`src/design/vdec_consts.svh`:
```
// VLEN is fixed at 128 bits and offsets are 8 bits wide, so vl, vstart and offsets wrap past 255
`ifndef VDEC_CONSTS_SVH
`define VDEC_CONSTS_SVH

// vector register geometry
`define VLEN      128
`define VLENB     (`VLEN / 8)
`define OFFSET_W  8

// major opcodes
`define OPC_VLOAD   7'b0000111
`define OPC_VSTORE  7'b0100111
`define OPC_OPV     7'b1010111

// OP-V funct3 categories
`define F3_OPIVV  3'b000
`define F3_OPIVX  3'b100
`define F3_OPIVI  3'b011
`define F3_OPMVX  3'b110

// funct6 codes handled by the offset logic
`define F6_VADD       6'b000000
`define F6_VRGATHER   6'b001100
`define F6_VSLIDEUP   6'b001110
`define F6_VSLIDEDOWN 6'b001111

// lumop/sumop value for whole-register moves
`define LUMOP_WHOLE  5'b01000

`endif

```
`src/design/vdec_pkg.sv`:
```
// decode stage types; SEW and EEW stop at 32 bits and LMUL of one eighth is not supported
`include "vdec_consts.svh"

package vdec_pkg;

  // code equals log2(width / 8)
  typedef enum logic [1:0] {
    SEW8  = 2'b00,
    SEW16 = 2'b01,
    SEW32 = 2'b10
  } sew_t;

  // standard vlmul encoding, two's complement of log2(LMUL)
  typedef enum logic [2:0] {
    LMUL1      = 3'b000,
    LMUL2      = 3'b001,
    LMUL4      = 3'b010,
    LMUL8      = 3'b011,
    LMULFOURTH = 3'b110,
    LMULHALF   = 3'b111
  } vlmul_t;

  typedef enum logic [2:0] {
    WIDTH8  = 3'b000,
    WIDTH16 = 3'b101,
    WIDTH32 = 3'b110
  } width_t;

  typedef struct packed {
    sew_t   sew;
    vlmul_t lmul;
  } vtype_t;

  typedef struct packed {
    logic [5:0] funct6;
    logic       vm;
    logic [4:0] vs2;
    logic [4:0] vs1;
    logic [2:0] funct3;
    logic [4:0] vd;
    logic [6:0] opcode;
  } arith_fmt_t;

  typedef struct packed {
    logic [2:0] nf;
    logic       mew;
    logic [1:0] mop;
    logic       vm;
    logic [4:0] lumop;
    logic [4:0] rs1;
    width_t     width;
    logic [4:0] vd;
    logic [6:0] opcode;
  } mem_fmt_t;

  // one instruction word, read as OP-V or as load/store
  typedef union packed {
    arith_fmt_t arith;
    mem_fmt_t   mem;
  } vinstr_u;

  typedef enum logic [2:0] {
    VS2_NORMAL,
    VS2_IDX_PLUS_RS1,
    VS2_IDX_PLUS_UIMM,
    VS2_IDX_PLUS_1,
    VS2_IDX_MINUS_1,
    VS2_RS1,
    VS2_UIMM
  } vs2_src_t;

  typedef enum logic [1:0] {
    VD_NORMAL,
    VD_IDX_PLUS_RS1,
    VD_IDX_PLUS_UIMM
  } vd_src_t;

  typedef struct packed {
    logic                 is_load;
    logic                 is_store;
    logic                 is_arith;
    logic [4:0]           vd;
    logic [2:0]           nf;
    logic [3:0]           emul_regs;
    logic [`OFFSET_W-1:0] field_vl;
    sew_t                 eff_sew;
    vs2_src_t             vs2_src;
    vd_src_t              vd_src;
    logic [4:0]           imm5;
    logic [31:0]          xs1;
  } vctrl_t;

  typedef struct packed {
    logic                 valid;
    logic                 is_load;
    logic                 is_store;
    logic [4:0]           vd;
    logic [2:0]           field;
    sew_t                 eff_sew;
    logic [`OFFSET_W-1:0] woffset0;
    logic [`OFFSET_W-1:0] woffset1;
    logic [`OFFSET_W-1:0] vs2_offset0;
    logic [`OFFSET_W-1:0] vs2_offset1;
    logic [1:0]           wen;
    logic                 last;
  } dec_ex_t;

endpackage

```
`src/design/element_issue.sv`:
```
// vl and vstart are read live each cycle and must stay steady while an instruction is in flight
`timescale 1ns/1ps
`include "vdec_consts.svh"

module element_issue (
  input  logic                  CLK,
  input  logic                  nRST,
  input  logic                  occupied,
  input  logic                  stall,
  input  logic                  flush,
  input  vdec_pkg::vctrl_t      cur_ctrl,
  input  logic [4:0]            cur_vd,
  input  logic [2:0]            field,
  input  logic [`OFFSET_W-1:0]  vstart,
  input  logic [`OFFSET_W-1:0]  vl,
  output logic                  field_done,
  output vdec_pkg::dec_ex_t     dec_ex
);

  logic [`OFFSET_W-1:0] idx;
  logic [`OFFSET_W-1:0] uimm, rs1_off;
  logic [`OFFSET_W-1:0] vs2_base, vd_base;
  logic [`OFFSET_W:0]   idx_p1, idx_p2, vl_ext;
  logic last_pair, last_field, scalar_src;
  logic lane0_live, lane1_live, wen_ok;
  vdec_pkg::dec_ex_t next_rec;

  assign uimm    = {{(`OFFSET_W-5){1'b0}}, cur_ctrl.imm5};
  assign rs1_off = cur_ctrl.xs1[`OFFSET_W-1:0];

  // one bit of headroom so the compare survives field_vl near the top
  assign idx_p1 = {1'b0, idx} + 1'b1;
  assign idx_p2 = {1'b0, idx} + 2'd2;
  assign vl_ext = {1'b0, cur_ctrl.field_vl};

  assign last_pair  = idx_p2 >= vl_ext;
  assign last_field = field == cur_ctrl.nf;
  assign field_done = occupied & ~stall & last_pair;

  // pair index, 0, 2, 4 ... within the current field
  always_ff @(posedge CLK, negedge nRST) begin
    if (!nRST) begin
      idx <= '0;
    end else if (flush) begin
      idx <= '0;
    end else if (occupied && !stall) begin
      if (last_pair) begin
        idx <= '0;
      end else begin
        idx <= idx_p2[`OFFSET_W-1:0];
      end
    end
  end

  always_comb begin
    case (cur_ctrl.vs2_src)
      vdec_pkg::VS2_IDX_PLUS_RS1:  vs2_base = idx + rs1_off;
      vdec_pkg::VS2_IDX_PLUS_UIMM: vs2_base = idx + uimm;
      vdec_pkg::VS2_IDX_PLUS_1:    vs2_base = idx + 1'b1;
      vdec_pkg::VS2_IDX_MINUS_1:   vs2_base = idx - 1'b1;
      vdec_pkg::VS2_RS1:           vs2_base = rs1_off;
      vdec_pkg::VS2_UIMM:          vs2_base = uimm;
      default:                     vs2_base = idx;
    endcase
  end

  always_comb begin
    case (cur_ctrl.vd_src)
      vdec_pkg::VD_IDX_PLUS_RS1:  vd_base = idx + rs1_off;
      vdec_pkg::VD_IDX_PLUS_UIMM: vd_base = idx + uimm;
      default:                    vd_base = idx;
    endcase
  end

  // gather from a scalar index reads the same element on both lanes
  assign scalar_src = cur_ctrl.vs2_src inside {vdec_pkg::VS2_RS1, vdec_pkg::VS2_UIMM};

  assign lane0_live = {1'b0, idx} < vl_ext;
  assign lane1_live = idx_p1 < vl_ext;
  assign wen_ok     = occupied & (vstart < vl) & ~cur_ctrl.is_store;

  always_comb begin
    next_rec             = '0;
    next_rec.valid       = occupied;
    next_rec.is_load     = cur_ctrl.is_load;
    next_rec.is_store    = cur_ctrl.is_store;
    next_rec.vd          = cur_vd;
    next_rec.field       = field;
    next_rec.eff_sew     = cur_ctrl.eff_sew;
    next_rec.woffset0    = vd_base;
    next_rec.woffset1    = vd_base + 1'b1;
    next_rec.vs2_offset0 = vs2_base;
    next_rec.vs2_offset1 = scalar_src ? vs2_base : vs2_base + 1'b1;
    next_rec.wen[0]      = wen_ok & lane0_live;
    next_rec.wen[1]      = wen_ok & lane1_live;
    next_rec.last        = field_done & last_field;
  end

  // decode/execute record
  always_ff @(posedge CLK, negedge nRST) begin
    if (!nRST) begin
      dec_ex <= '0;
    end else if (flush) begin
      dec_ex <= '0;
    end else if (!stall) begin
      dec_ex <= next_rec;
    end
  end

endmodule

```
`src/design/segment_field_buffer.sv`:
```
// holds one instruction at a time; accept must only be raised while occupied is low
`timescale 1ns/1ps

module segment_field_buffer (
  input  logic              CLK,
  input  logic              nRST,
  input  logic              accept,
  input  logic              flush,
  input  logic              stall,
  input  logic              field_done,
  input  vdec_pkg::vctrl_t  ctrl,
  output vdec_pkg::vctrl_t  cur_ctrl,
  output logic [4:0]        cur_vd,
  output logic [2:0]        field,
  output logic              occupied
);

  logic field_step, last_field;
  logic [6:0] vd_step;

  assign field_step = field_done & ~stall;
  assign last_field = field == cur_ctrl.nf;

  // held decode of the accepted instruction
  always_ff @(posedge CLK, negedge nRST) begin
    if (!nRST) begin
      cur_ctrl <= '0;
    end else if (accept) begin
      cur_ctrl <= ctrl;
    end
  end

  always_ff @(posedge CLK, negedge nRST) begin
    if (!nRST) begin
      occupied <= 1'b0;
    end else if (flush) begin
      occupied <= 1'b0;
    end else if (accept) begin
      occupied <= 1'b1;
    end else if (field_step && last_field) begin
      occupied <= 1'b0;
    end
  end

  // segment field counter, wraps back to 0 after field nf
  always_ff @(posedge CLK, negedge nRST) begin
    if (!nRST) begin
      field <= '0;
    end else if (flush) begin
      field <= '0;
    end else if (field_step) begin
      if (last_field) begin
        field <= '0;
      end else begin
        field <= field + 3'd1;
      end
    end
  end

  // each field lands emul_regs registers past the previous one
  assign vd_step = field * cur_ctrl.emul_regs;
  assign cur_vd  = cur_ctrl.vd + vd_step[4:0];

endmodule

```
`src/design/vector_ctrl_decode.sv`:
```
// purely combinational; any word that is not a vector load, store or OP-V leaves all kind flags low
`timescale 1ns/1ps
`include "vdec_consts.svh"

module vector_ctrl_decode (
  input  vdec_pkg::vinstr_u     instr,
  input  vdec_pkg::vtype_t      vtype,
  input  logic [`OFFSET_W-1:0]  vl,
  input  logic [31:0]           xs1,
  output vdec_pkg::vctrl_t      ctrl
);

  logic is_load, is_store, is_mem, is_arith, whole_reg, unit_stride;
  logic [2:0] funct3;
  logic [2:0] lmul_bits;
  logic [1:0] sew_bits, eew_bits;
  logic signed [3:0] eew_log, sew_log, lmul_log, emul_sum, emul_log;
  logic [`OFFSET_W-1:0] whole_vl;
  vdec_pkg::sew_t   eew;
  vdec_pkg::vlmul_t emul;

  assign is_load   = instr.mem.opcode == `OPC_VLOAD;
  assign is_store  = instr.mem.opcode == `OPC_VSTORE;
  assign is_mem    = is_load | is_store;
  assign is_arith  = instr.arith.opcode == `OPC_OPV;
  assign funct3    = instr.arith.funct3;

  assign unit_stride = instr.mem.mop == 2'b00;
  assign whole_reg   = is_mem & unit_stride & (instr.mem.lumop == `LUMOP_WHOLE);

  // VLENB/4 32-bit words per register, times the register count
  assign whole_vl = `OFFSET_W'((`VLENB / 4) * (instr.mem.nf + 1));

  always_comb begin
    case (instr.mem.width)
      vdec_pkg::WIDTH8:  eew = vdec_pkg::SEW8;
      vdec_pkg::WIDTH16: eew = vdec_pkg::SEW16;
      default:           eew = vdec_pkg::SEW32;
    endcase
    // arithmetic runs at SEW, so EMUL collapses to LMUL
    if (!is_mem) begin
      eew = vtype.sew;
    end
  end

  // EMUL = EEW/SEW * LMUL, done as a sum of logs
  assign sew_bits  = vtype.sew;
  assign eew_bits  = eew;
  assign lmul_bits = vtype.lmul;
  assign sew_log   = {2'b00, sew_bits};
  assign eew_log   = {2'b00, eew_bits};
  assign lmul_log  = {lmul_bits[2], lmul_bits};
  assign emul_sum  = eew_log - sew_log + lmul_log;

  always_comb begin
    if (emul_sum > 4'sd3) begin
      emul_log = 4'sd3;
    end else if (emul_sum < -4'sd2) begin
      emul_log = -4'sd2;
    end else begin
      emul_log = emul_sum;
    end
  end

  assign emul = vdec_pkg::vlmul_t'(emul_log[2:0]);

  always_comb begin
    ctrl          = '0;
    ctrl.is_load  = is_load;
    ctrl.is_store = is_store;
    ctrl.is_arith = is_arith;
    ctrl.vd       = is_mem ? instr.mem.vd : instr.arith.vd;
    ctrl.imm5     = instr.arith.vs1;
    ctrl.xs1      = xs1;
    ctrl.eff_sew  = eew;
    ctrl.vs2_src  = vdec_pkg::VS2_NORMAL;
    ctrl.vd_src   = vdec_pkg::VD_NORMAL;

    // whole-register moves are a single field
    if (is_mem && !whole_reg) begin
      ctrl.nf = instr.mem.nf;
    end

    case (emul)
      vdec_pkg::LMUL2: ctrl.emul_regs = 4'd2;
      vdec_pkg::LMUL4: ctrl.emul_regs = 4'd4;
      vdec_pkg::LMUL8: ctrl.emul_regs = 4'd8;
      default:         ctrl.emul_regs = 4'd1;
    endcase

    if (whole_reg) begin
      ctrl.field_vl = whole_vl;
    end else if (is_mem && instr.mem.nf != 3'd0) begin
      ctrl.field_vl = vl;
    end else if (is_mem && unit_stride && eew_bits < sew_bits) begin
      ctrl.field_vl = vl >> (sew_bits - eew_bits);
    end else begin
      ctrl.field_vl = vl;
    end

    if (is_arith) begin
      case (instr.arith.funct6)
        `F6_VSLIDEUP: begin
          if (funct3 == `F3_OPIVX) begin
            ctrl.vd_src = vdec_pkg::VD_IDX_PLUS_RS1;
          end else if (funct3 == `F3_OPIVI) begin
            ctrl.vd_src = vdec_pkg::VD_IDX_PLUS_UIMM;
          end else if (funct3 == `F3_OPMVX) begin
            // vslide1up
            ctrl.vs2_src = vdec_pkg::VS2_IDX_MINUS_1;
          end
        end
        `F6_VSLIDEDOWN: begin
          if (funct3 == `F3_OPIVX) begin
            ctrl.vs2_src = vdec_pkg::VS2_IDX_PLUS_RS1;
          end else if (funct3 == `F3_OPIVI) begin
            ctrl.vs2_src = vdec_pkg::VS2_IDX_PLUS_UIMM;
          end else if (funct3 == `F3_OPMVX) begin
            // vslide1down
            ctrl.vs2_src = vdec_pkg::VS2_IDX_PLUS_1;
          end
        end
        `F6_VRGATHER: begin
          if (funct3 == `F3_OPIVX) begin
            ctrl.vs2_src = vdec_pkg::VS2_RS1;
          end else if (funct3 == `F3_OPIVI) begin
            ctrl.vs2_src = vdec_pkg::VS2_UIMM;
          end
        end
        default: begin
          // vadd walks vd and vs2 together on the element index
          ctrl.vs2_src = vdec_pkg::VS2_NORMAL;
        end
      endcase
    end
  end

endmodule

```
`src/design/vector_decode_stage.sv`:
```
// no handshake on instr; a strobe is taken only while busy is low, otherwise it is dropped
`timescale 1ns/1ps
`include "vdec_consts.svh"

module vector_decode_stage (
  input  logic                  CLK,
  input  logic                  nRST,
  input  vdec_pkg::vinstr_u     instr,
  input  logic                  instr_valid,
  input  vdec_pkg::vtype_t      vtype,
  input  logic [`OFFSET_W-1:0]  vl,
  input  logic [`OFFSET_W-1:0]  vstart,
  input  logic [31:0]           xs1,
  input  logic                  stall,
  input  logic                  flush,
  output logic                  busy,
  output vdec_pkg::dec_ex_t     dec_ex
);

  vdec_pkg::vctrl_t dec_ctrl, cur_ctrl;
  logic [4:0] cur_vd;
  logic [2:0] field;
  logic accept, field_done;

  assign accept = instr_valid & ~busy;

  vector_ctrl_decode ctrl_i (
    .instr (instr),
    .vtype (vtype),
    .vl    (vl),
    .xs1   (xs1),
    .ctrl  (dec_ctrl)
  );

  // busy is the buffer's occupied flag
  segment_field_buffer buf_i (
    .CLK        (CLK),
    .nRST       (nRST),
    .accept     (accept),
    .flush      (flush),
    .stall      (stall),
    .field_done (field_done),
    .ctrl       (dec_ctrl),
    .cur_ctrl   (cur_ctrl),
    .cur_vd     (cur_vd),
    .field      (field),
    .occupied   (busy)
  );

  element_issue issue_i (
    .CLK        (CLK),
    .nRST       (nRST),
    .occupied   (busy),
    .stall      (stall),
    .flush      (flush),
    .cur_ctrl   (cur_ctrl),
    .cur_vd     (cur_vd),
    .field      (field),
    .vstart     (vstart),
    .vl         (vl),
    .field_done (field_done),
    .dec_ex     (dec_ex)
  );

endmodule

```
`config.mk`:
```
export PLATFORM = sky130hd
export DESIGN_NAME = vector_decode_stage
export DESIGN_NICKNAME = d
export VERILOG_FILES = /design/src/design/vdec_pkg.sv /design/src/design/element_issue.sv /design/src/design/segment_field_buffer.sv /design/src/design/vector_ctrl_decode.sv /design/src/design/vector_decode_stage.sv
export VERILOG_INCLUDE_DIRS = /design/src /design/src/design
export SDC_FILE = /design/constraint.sdc
export NUM_CORES = 1
export LEC_CHECK = 0
export ABC_CLOCK_PERIOD_IN_PS = 2890
export BUFFER_PORTS_ARGS = -buffer_cell sky130_fd_sc_hd__buf_4
export CAP_MARGIN = 20
export CORE_AREA = 3 3 150 152
export DETAILED_ROUTE_END_ITERATION = 16
export DIE_AREA = 0 0 153 155
export PLACE_DENSITY_LB_ADDON = 0.15
export SLEW_MARGIN = 30
export SYNTH_ARGS = -nofsm -noshare
export SYNTH_HDL_FRONTEND = slang
export SYNTH_SLANG_ARGS = --single-unit
```
`constraint.sdc`:
```
create_clock -name CLK -period 2.89 [get_ports CLK]
set_clock_uncertainty 0.05 [all_clocks]
set_input_delay 0.1445 -clock CLK [delete_from_list [all_inputs] [get_ports CLK]]
set_output_delay 0.1445 -clock CLK [all_outputs]
set_load 0.005 [all_outputs]
```
## Word-level counts from Yosys, hierarchy flattened

Cells that the tools add are included.

| word-level totals | value |
|---|---|
| register bits after elaboration | 102 |
| bits of input ports | 90 |
| output and inout bits | 49 |

| cells by class | value |
|---|---|
| magnitude comparators | 7 |
| reductions and logical operators | 15 |
| add/sub/neg operators | 14 |
| shift operators | 1 |
| bitwise logic cells | 15 |
| multiplexer cells | 36 |
| multiply operators | 1 |
| eq/ne operators | 24 |

Operator list:

| kind | number |
|---|---|
| 48-bit two-way mux | 2 |
| 8-bit two-way mux | 7 |
| 8-bit case mux with 6 select lines | 1 |
| 3-bit two-way mux | 13 |
| 8-bit by 1-bit adder with 8-bit output (second input constant) | 3 |
| 3-bit equality test (second input constant) | 6 |
| 6-bit by 4-bit equality test with 1-bit output (second input constant) | 3 |
| 8-bit < comparator | 2 |
| 8-bit case mux with 2 select lines | 1 |
| 3-bit by 2-bit equality test with 1-bit output (second input constant) | 5 |
| 4-bit case mux with 3 select lines | 1 |
| 1-bit bitwise AND | 11 |
| 2-bit two-way mux | 5 |
| 8-bit by 1-bit adder with 9-bit output (second input constant) | 1 |
| 8-bit by 2-bit adder with 9-bit output (second input constant) | 1 |
| 9-bit by 8-bit greater-or-equal comparator with 1-bit output | 1 |
| 9-bit by 8-bit < comparator with 1-bit output | 1 |
| 3-bit case mux with 3 select lines | 1 |
| 8-bit by 5-bit adder with 8-bit output | 1 |
| 8-bit adder | 1 |
| 8-bit by 2-bit >> shifter with 8-bit output | 1 |
| 8-bit by 1-bit subtractor with 8-bit output (second input constant) | 1 |
| 7-bit by 3-bit equality test with 1-bit output (second input constant) | 1 |
| 7-bit by 6-bit equality test with 1-bit output (second input constant) | 1 |
| 28 further kinds | 42 |

## Longest topological paths before layout

| logic depth | value |
|---|---|
| depth after elaboration | 10 |
| gate-level depth with buffers | 15 |
| mapped depth without buffers | 14 |

## Hierarchy

From an unflattened synthesis, not the netlist that was laid out.

| unflattened totals | value |
|---|---|
| cell total of the unflattened synthesis | 897 |
| area total of the unflattened synthesis | 8857.2 um2 |

Modules (own cells, without submodules):

| module | area each (um2) | cells each | times used | seq. area each (um2) |
|---|---|---|---|---|
| element_issue | 4543.1 | 530 | 1 | 1376.3 |
| segment_field_buffer | 3079.2 | 204 | 1 | 1776.7 |
| vector_ctrl_decode | 1221.2 | 162 | 1 | 0.0 |
| vector_decode_stage | 13.8 | 1 | 1 | 0.0 |

## Least setup slack after synthesis

No wires, ideal clock.

| timing | value |
|---|---|
| path kind | reg-to-reg |
| start | reg, netlist name buf_i.cur_ctrl[39] |
| end | reg, netlist name issue_i.dec_ex[10] |
| buffers on the path | 1 |
| stages on the path, launching flop included | 12 |
| slack | -0.104 ns |
| setup time | 0.119 ns |
| data required time | 2.721 ns |
| arrival | 2.825 ns |
| cell sequence | dfrtp_1 > buf_4 > nor3b_2 > ha_1 > a21oi_1 > o21ai_1 > a21o_1 > mux2_2 > a31oi_1 > nand4_1 > xnor2_1 > o21a_1 |

| between the ends | value |
|---|---|
| cells in the longest elaborated chain, start to end | 6 |

Ends and longest elaborated chain:

| element | RTL line | text |
|---|---|---|
| 3-bit equality test, or another cell as far along | element_issue.sv:56, element_issue.sv:76 |  |
| 8-bit case mux with 6 select lines | element_issue.sv:56 | `case (cur_ctrl.vs2_src)` |
| 8-bit by 1-bit adder with 8-bit output | element_issue.sv:93 | `next_rec.vs2_offset1 = scalar_src ? vs2_base : vs2_base + 1'b1;` |
| 8-bit two-way mux * | element_issue.sv:93 |  |
| 48-bit two-way mux * | element_issue.sv:105 | `end else if (!stall) begin` |
| 48-bit two-way mux * | element_issue.sv:103 | `end else if (flush) begin` |

Every way passes the cells marked *; elsewhere a longest branch is shown, timed or not. The select of a mux whose other input is x is not followed.
A chain may end at the register's enable or synchronous reset.

## Worst setup path after layout

| timing | value |
|---|---|
| start | reg issue_i.idx[1] |
| end | reg, netlist name issue_i.dec_ex[6] |

| between the ends | value |
|---|---|
| cells in the longest elaborated chain, start to end | 6 |

Ends and longest elaborated chain:

| element | RTL line | text |
|---|---|---|
| from (decl) | element_issue.sv:20 | `` logic [`OFFSET_W-1:0] idx; `` |
| from (signal assigned) | element_issue.sv:50 | `` idx <= idx_p2[`OFFSET_W-1:0]; `` |
| 8-bit by 1-bit subtractor with 8-bit output, or another cell as far along | element_issue.sv:60 | `vdec_pkg::VS2_IDX_MINUS_1: vs2_base = idx - 1'b1;` |
| 8-bit case mux with 6 select lines * | element_issue.sv:56 |  |
| 8-bit by 1-bit adder with 8-bit output | element_issue.sv:93 |  |
| 8-bit two-way mux * | element_issue.sv:93 |  |
| 48-bit two-way mux * | element_issue.sv:105 |  |
| 48-bit two-way mux * | element_issue.sv:103 |  |

Marks and branches as above.

==> impl_metrics.yaml <==
yosys:
  synth_top_cell_by_area: "dfrtp_1"
  synth_top_area_share_pct: 34.9
  synth_seq_cells: 101
  synthFlopType: "dfrtp_1"
  yosysWarnings: 0
  syn_area_mm2: 0.00724
  seq_area_frac_synth_pct: 34.9
  ys_top_cells_by_area: "dfrtp_1, ha_1, nand2_1"
  synthCells: 844
  synth_cell_types: 68
  synth-async-reset-ratio_pct: 100
  synth-edff-count: 0
  postSynthAreaPerCell_um2: 8.58
  synth_nets: 1005
global_routing:
  gr-total-overflow: 0
  grt_max_degree: 53
  antenna_found_initial: 0
  first_global_vias: 6432
  grt_pass1_wl_um: 33500
  grt_usage_pct: 17.5
floorplanning:
  die_area_mm2: 0.0237
  start_util_pct: 34.2
  die_y_um: 155
  io_pins: 139
  core_area_mm2: 0.0212
  die_x_um: 153
  rows: 53
sta:
  hold_viol: 0
  relSlewSlack_pct: 42.5
  finalSetupViolations: 0
  maxSlewViolCount: 0
  fin_crit_ns: 2.78
  finalCritPeriodShare_pct: 96.1
  setup_ws_ns: 0.111
  worst_pin_slew_ns: 0.863
  fmax_mhz: 360
place:
  dpl_cell_area_mm2: 0.00882
  placedCellCount: 1261
  dp_hpwl_um: 15600
  dp_slack_ns: -0.141
  numPortBuffers: 113
  globalplace.congestion: 0.886
cells_and_area:
  fin_area_mm2: 0.00941
  finalNonFillerCells: 1301
  fin_util_pct: 44.5
  diodes: 0
  area_growth_pct: 29.9
  fillers: 2110
  final_nets: 1182
  drive_above_1_share_pct: 22.1
drt:
  antenna_left: 0
  avgRoutedWirePerCell_um: 15.7
  first_pass_iters: 7
  routed_wl_um: 20400
  post-route-drc-count: 0
  drt-initial-drc-count: 386
  vias: 6435
  drt-vias-per-instance: 4.95
hold_path:
  hold_path.class: "primary input to flip-flop"
worst_setup_path:
  startpoint_type: "flip-flop"
  end_kind: "flip-flop"
  worst-path-max-fanout: 4
  crit_type: "flip-flop to flip-flop"
  worstPathArrival_ns: 3.01
  crit_required_ns: 3.12
clock_network:
  path_clk_slew_ns: 0.07
  cts.path.max_buffers: 2
  worst_skew_pair.late_latency_ns: 0.36
  htreeDepth: 3
  cts_sinks: 101
  cts_tree: "built"
  numCtsBuffers: 9
  root_buffer: "clkbuf_16"
power_and_ir_drop:
  power_w: 0.00362
  power_leakage_nw: 4.64
  vdd_drop_max_mv: 0.225
  pwr_density_cell_mw_per_mm2: 385
outcome:
  outcome: "completed"
job:
  drv_cap: 0
metal layers:
metal  vias up  track usage (%)  wire (um)
met5         -                0          0
met4         0             5.43        357
met3        22             3.03        924
met2       150             28.9       9590
met1      2994             23.4       9570
li1       3269                -          -
sequential cells by signal, summed over array words and instances, names as in the netlist:
name            cells
buf_i.occupied      1
issue_i.dec_ex     48
buf_i.field         3
buf_i.cur_ctrl     42
issue_i.idx         7
report_power, final:
part,switching (W),internal [W]
logic,0.000389,0.000353
registers,0.0000646,0.00150
clock network,0.000609,0.000712
total,0.00106,0.00256
placed cells by master, fill, tap and decap left out, types with 5 or more instances in the layout:
cell type / instances
xor2_1: 22
nor2_1: 85
a22oi_1: 6
a31oi_1: 6
nand3b_1: 7
nor2b_1: 16
fa_1: 7
nand3_1: 16
and2_1: 5
a22o_1: 10
buf_4: 187
inv_1: 50
mux2i_1: 31
nand2_1: 122
a21o_1: 9
a21oi_1: 59
o21a_1: 8
a211oi_1: 6
o21ai_1: 15
dfrtp_1: 100
nor3_1: 9
xnor2_1: 24
o21ai_0: 26
ha_1: 64
nand2b_1: 14
clkbuf_16: 9
o22ai_1: 6
dlygate4sd3_1: 22
Yosys cell counts, types with 8 or more instances:
master and number:
a211oi_1 8, a21o_1 9, a21oi_1 59, a22o_1 10, clkbuf_1 34, dfrtp_1 101
ha_1 64, inv_1 50, mux2i_1 31, nand2_1 122, nand2b_1 14, nand3_1 16
nor2_1 85, nor2b_1 17, nor3_1 10, o21a_1 8, o21ai_0 26, o21ai_1 15
xnor2_1 24, xor2_1 22
logic make-up after synthesis:
kind of cell | Yosys count | synth area share, %
AOI/OAI and AO/OA | 188 | 16.6
xor gates and xnor gates | 46 | 5.57
adders and majority gates | 71 | 13.0
buffers and inverters | 97 | 5.38
DFF | 101 | 34.9
muxes | 34 | 4.91
and+or+nand+nor | 307 | 19.6
path summary, 6_finish.rpt:
check	from	slack, ns	end	cells past startpoint
setup / recovery	issue_i.idx[1]	0.11	issue_i.dec_ex[6]	10
hold / removal	instr[13]	0.02	buf_i.cur_ctrl[37]	2
setup reg to reg	issue_i.idx[1]	0.11	issue_i.dec_ex[6]	10
hold reg to reg	buf_i.cur_ctrl[45]	0.43	buf_i.cur_ctrl[45]	2
max in group asynchronous	nRST	1.76	buf_i.cur_ctrl[40]	3
min in group asynchronous	nRST	0.31	buf_i.cur_ctrl[1]	2
final cells by class:
cell class                      instances  area, um2  share of cell area [%]
Sequential cell                       101       2530                    26.9
Tap cell                              275        344                    3.66
Inverter                               52        195                    2.08
Clock inverter                          6       76.3                   0.811
Clock buffer                           10        239                    2.54
Timing Repair Buffer                  211       1660                    17.6
Multi-Input combinational cell        646       4370                    46.4
timing repair:
action / in CTS / in global routing
hold buffers: 22 / 0
buffers inserted: 0 / 2
endpoints found under the hold margin: 71 / 0
gates resized for setup: 0 / 8
setup endpoints to repair: 0 / 10
critical path: stages, from the launching register on:
cell	delay, ns
dfrtp_1	0.45
buf_4	0.19
ha_1	0.25
a21oi_2	0.21
xnor2_1	0.13
or3b_1	0.36
a222oi_1	0.28
buf_4	0.21
nor3_1	0.07
or3b_1	0.38
a21oi_1	0.14
stage by stage:
stage,hold slack (ns),TNS (ns)
CTS,0.00229,0
global placement,0.181,-0.186
floorplan,-0.201,0
finish,0.0204,0
global route,0.0108,-0.00668
detailed placement,0.179,-0.400
Note: power is estimated with default switching activity, not from simulation.
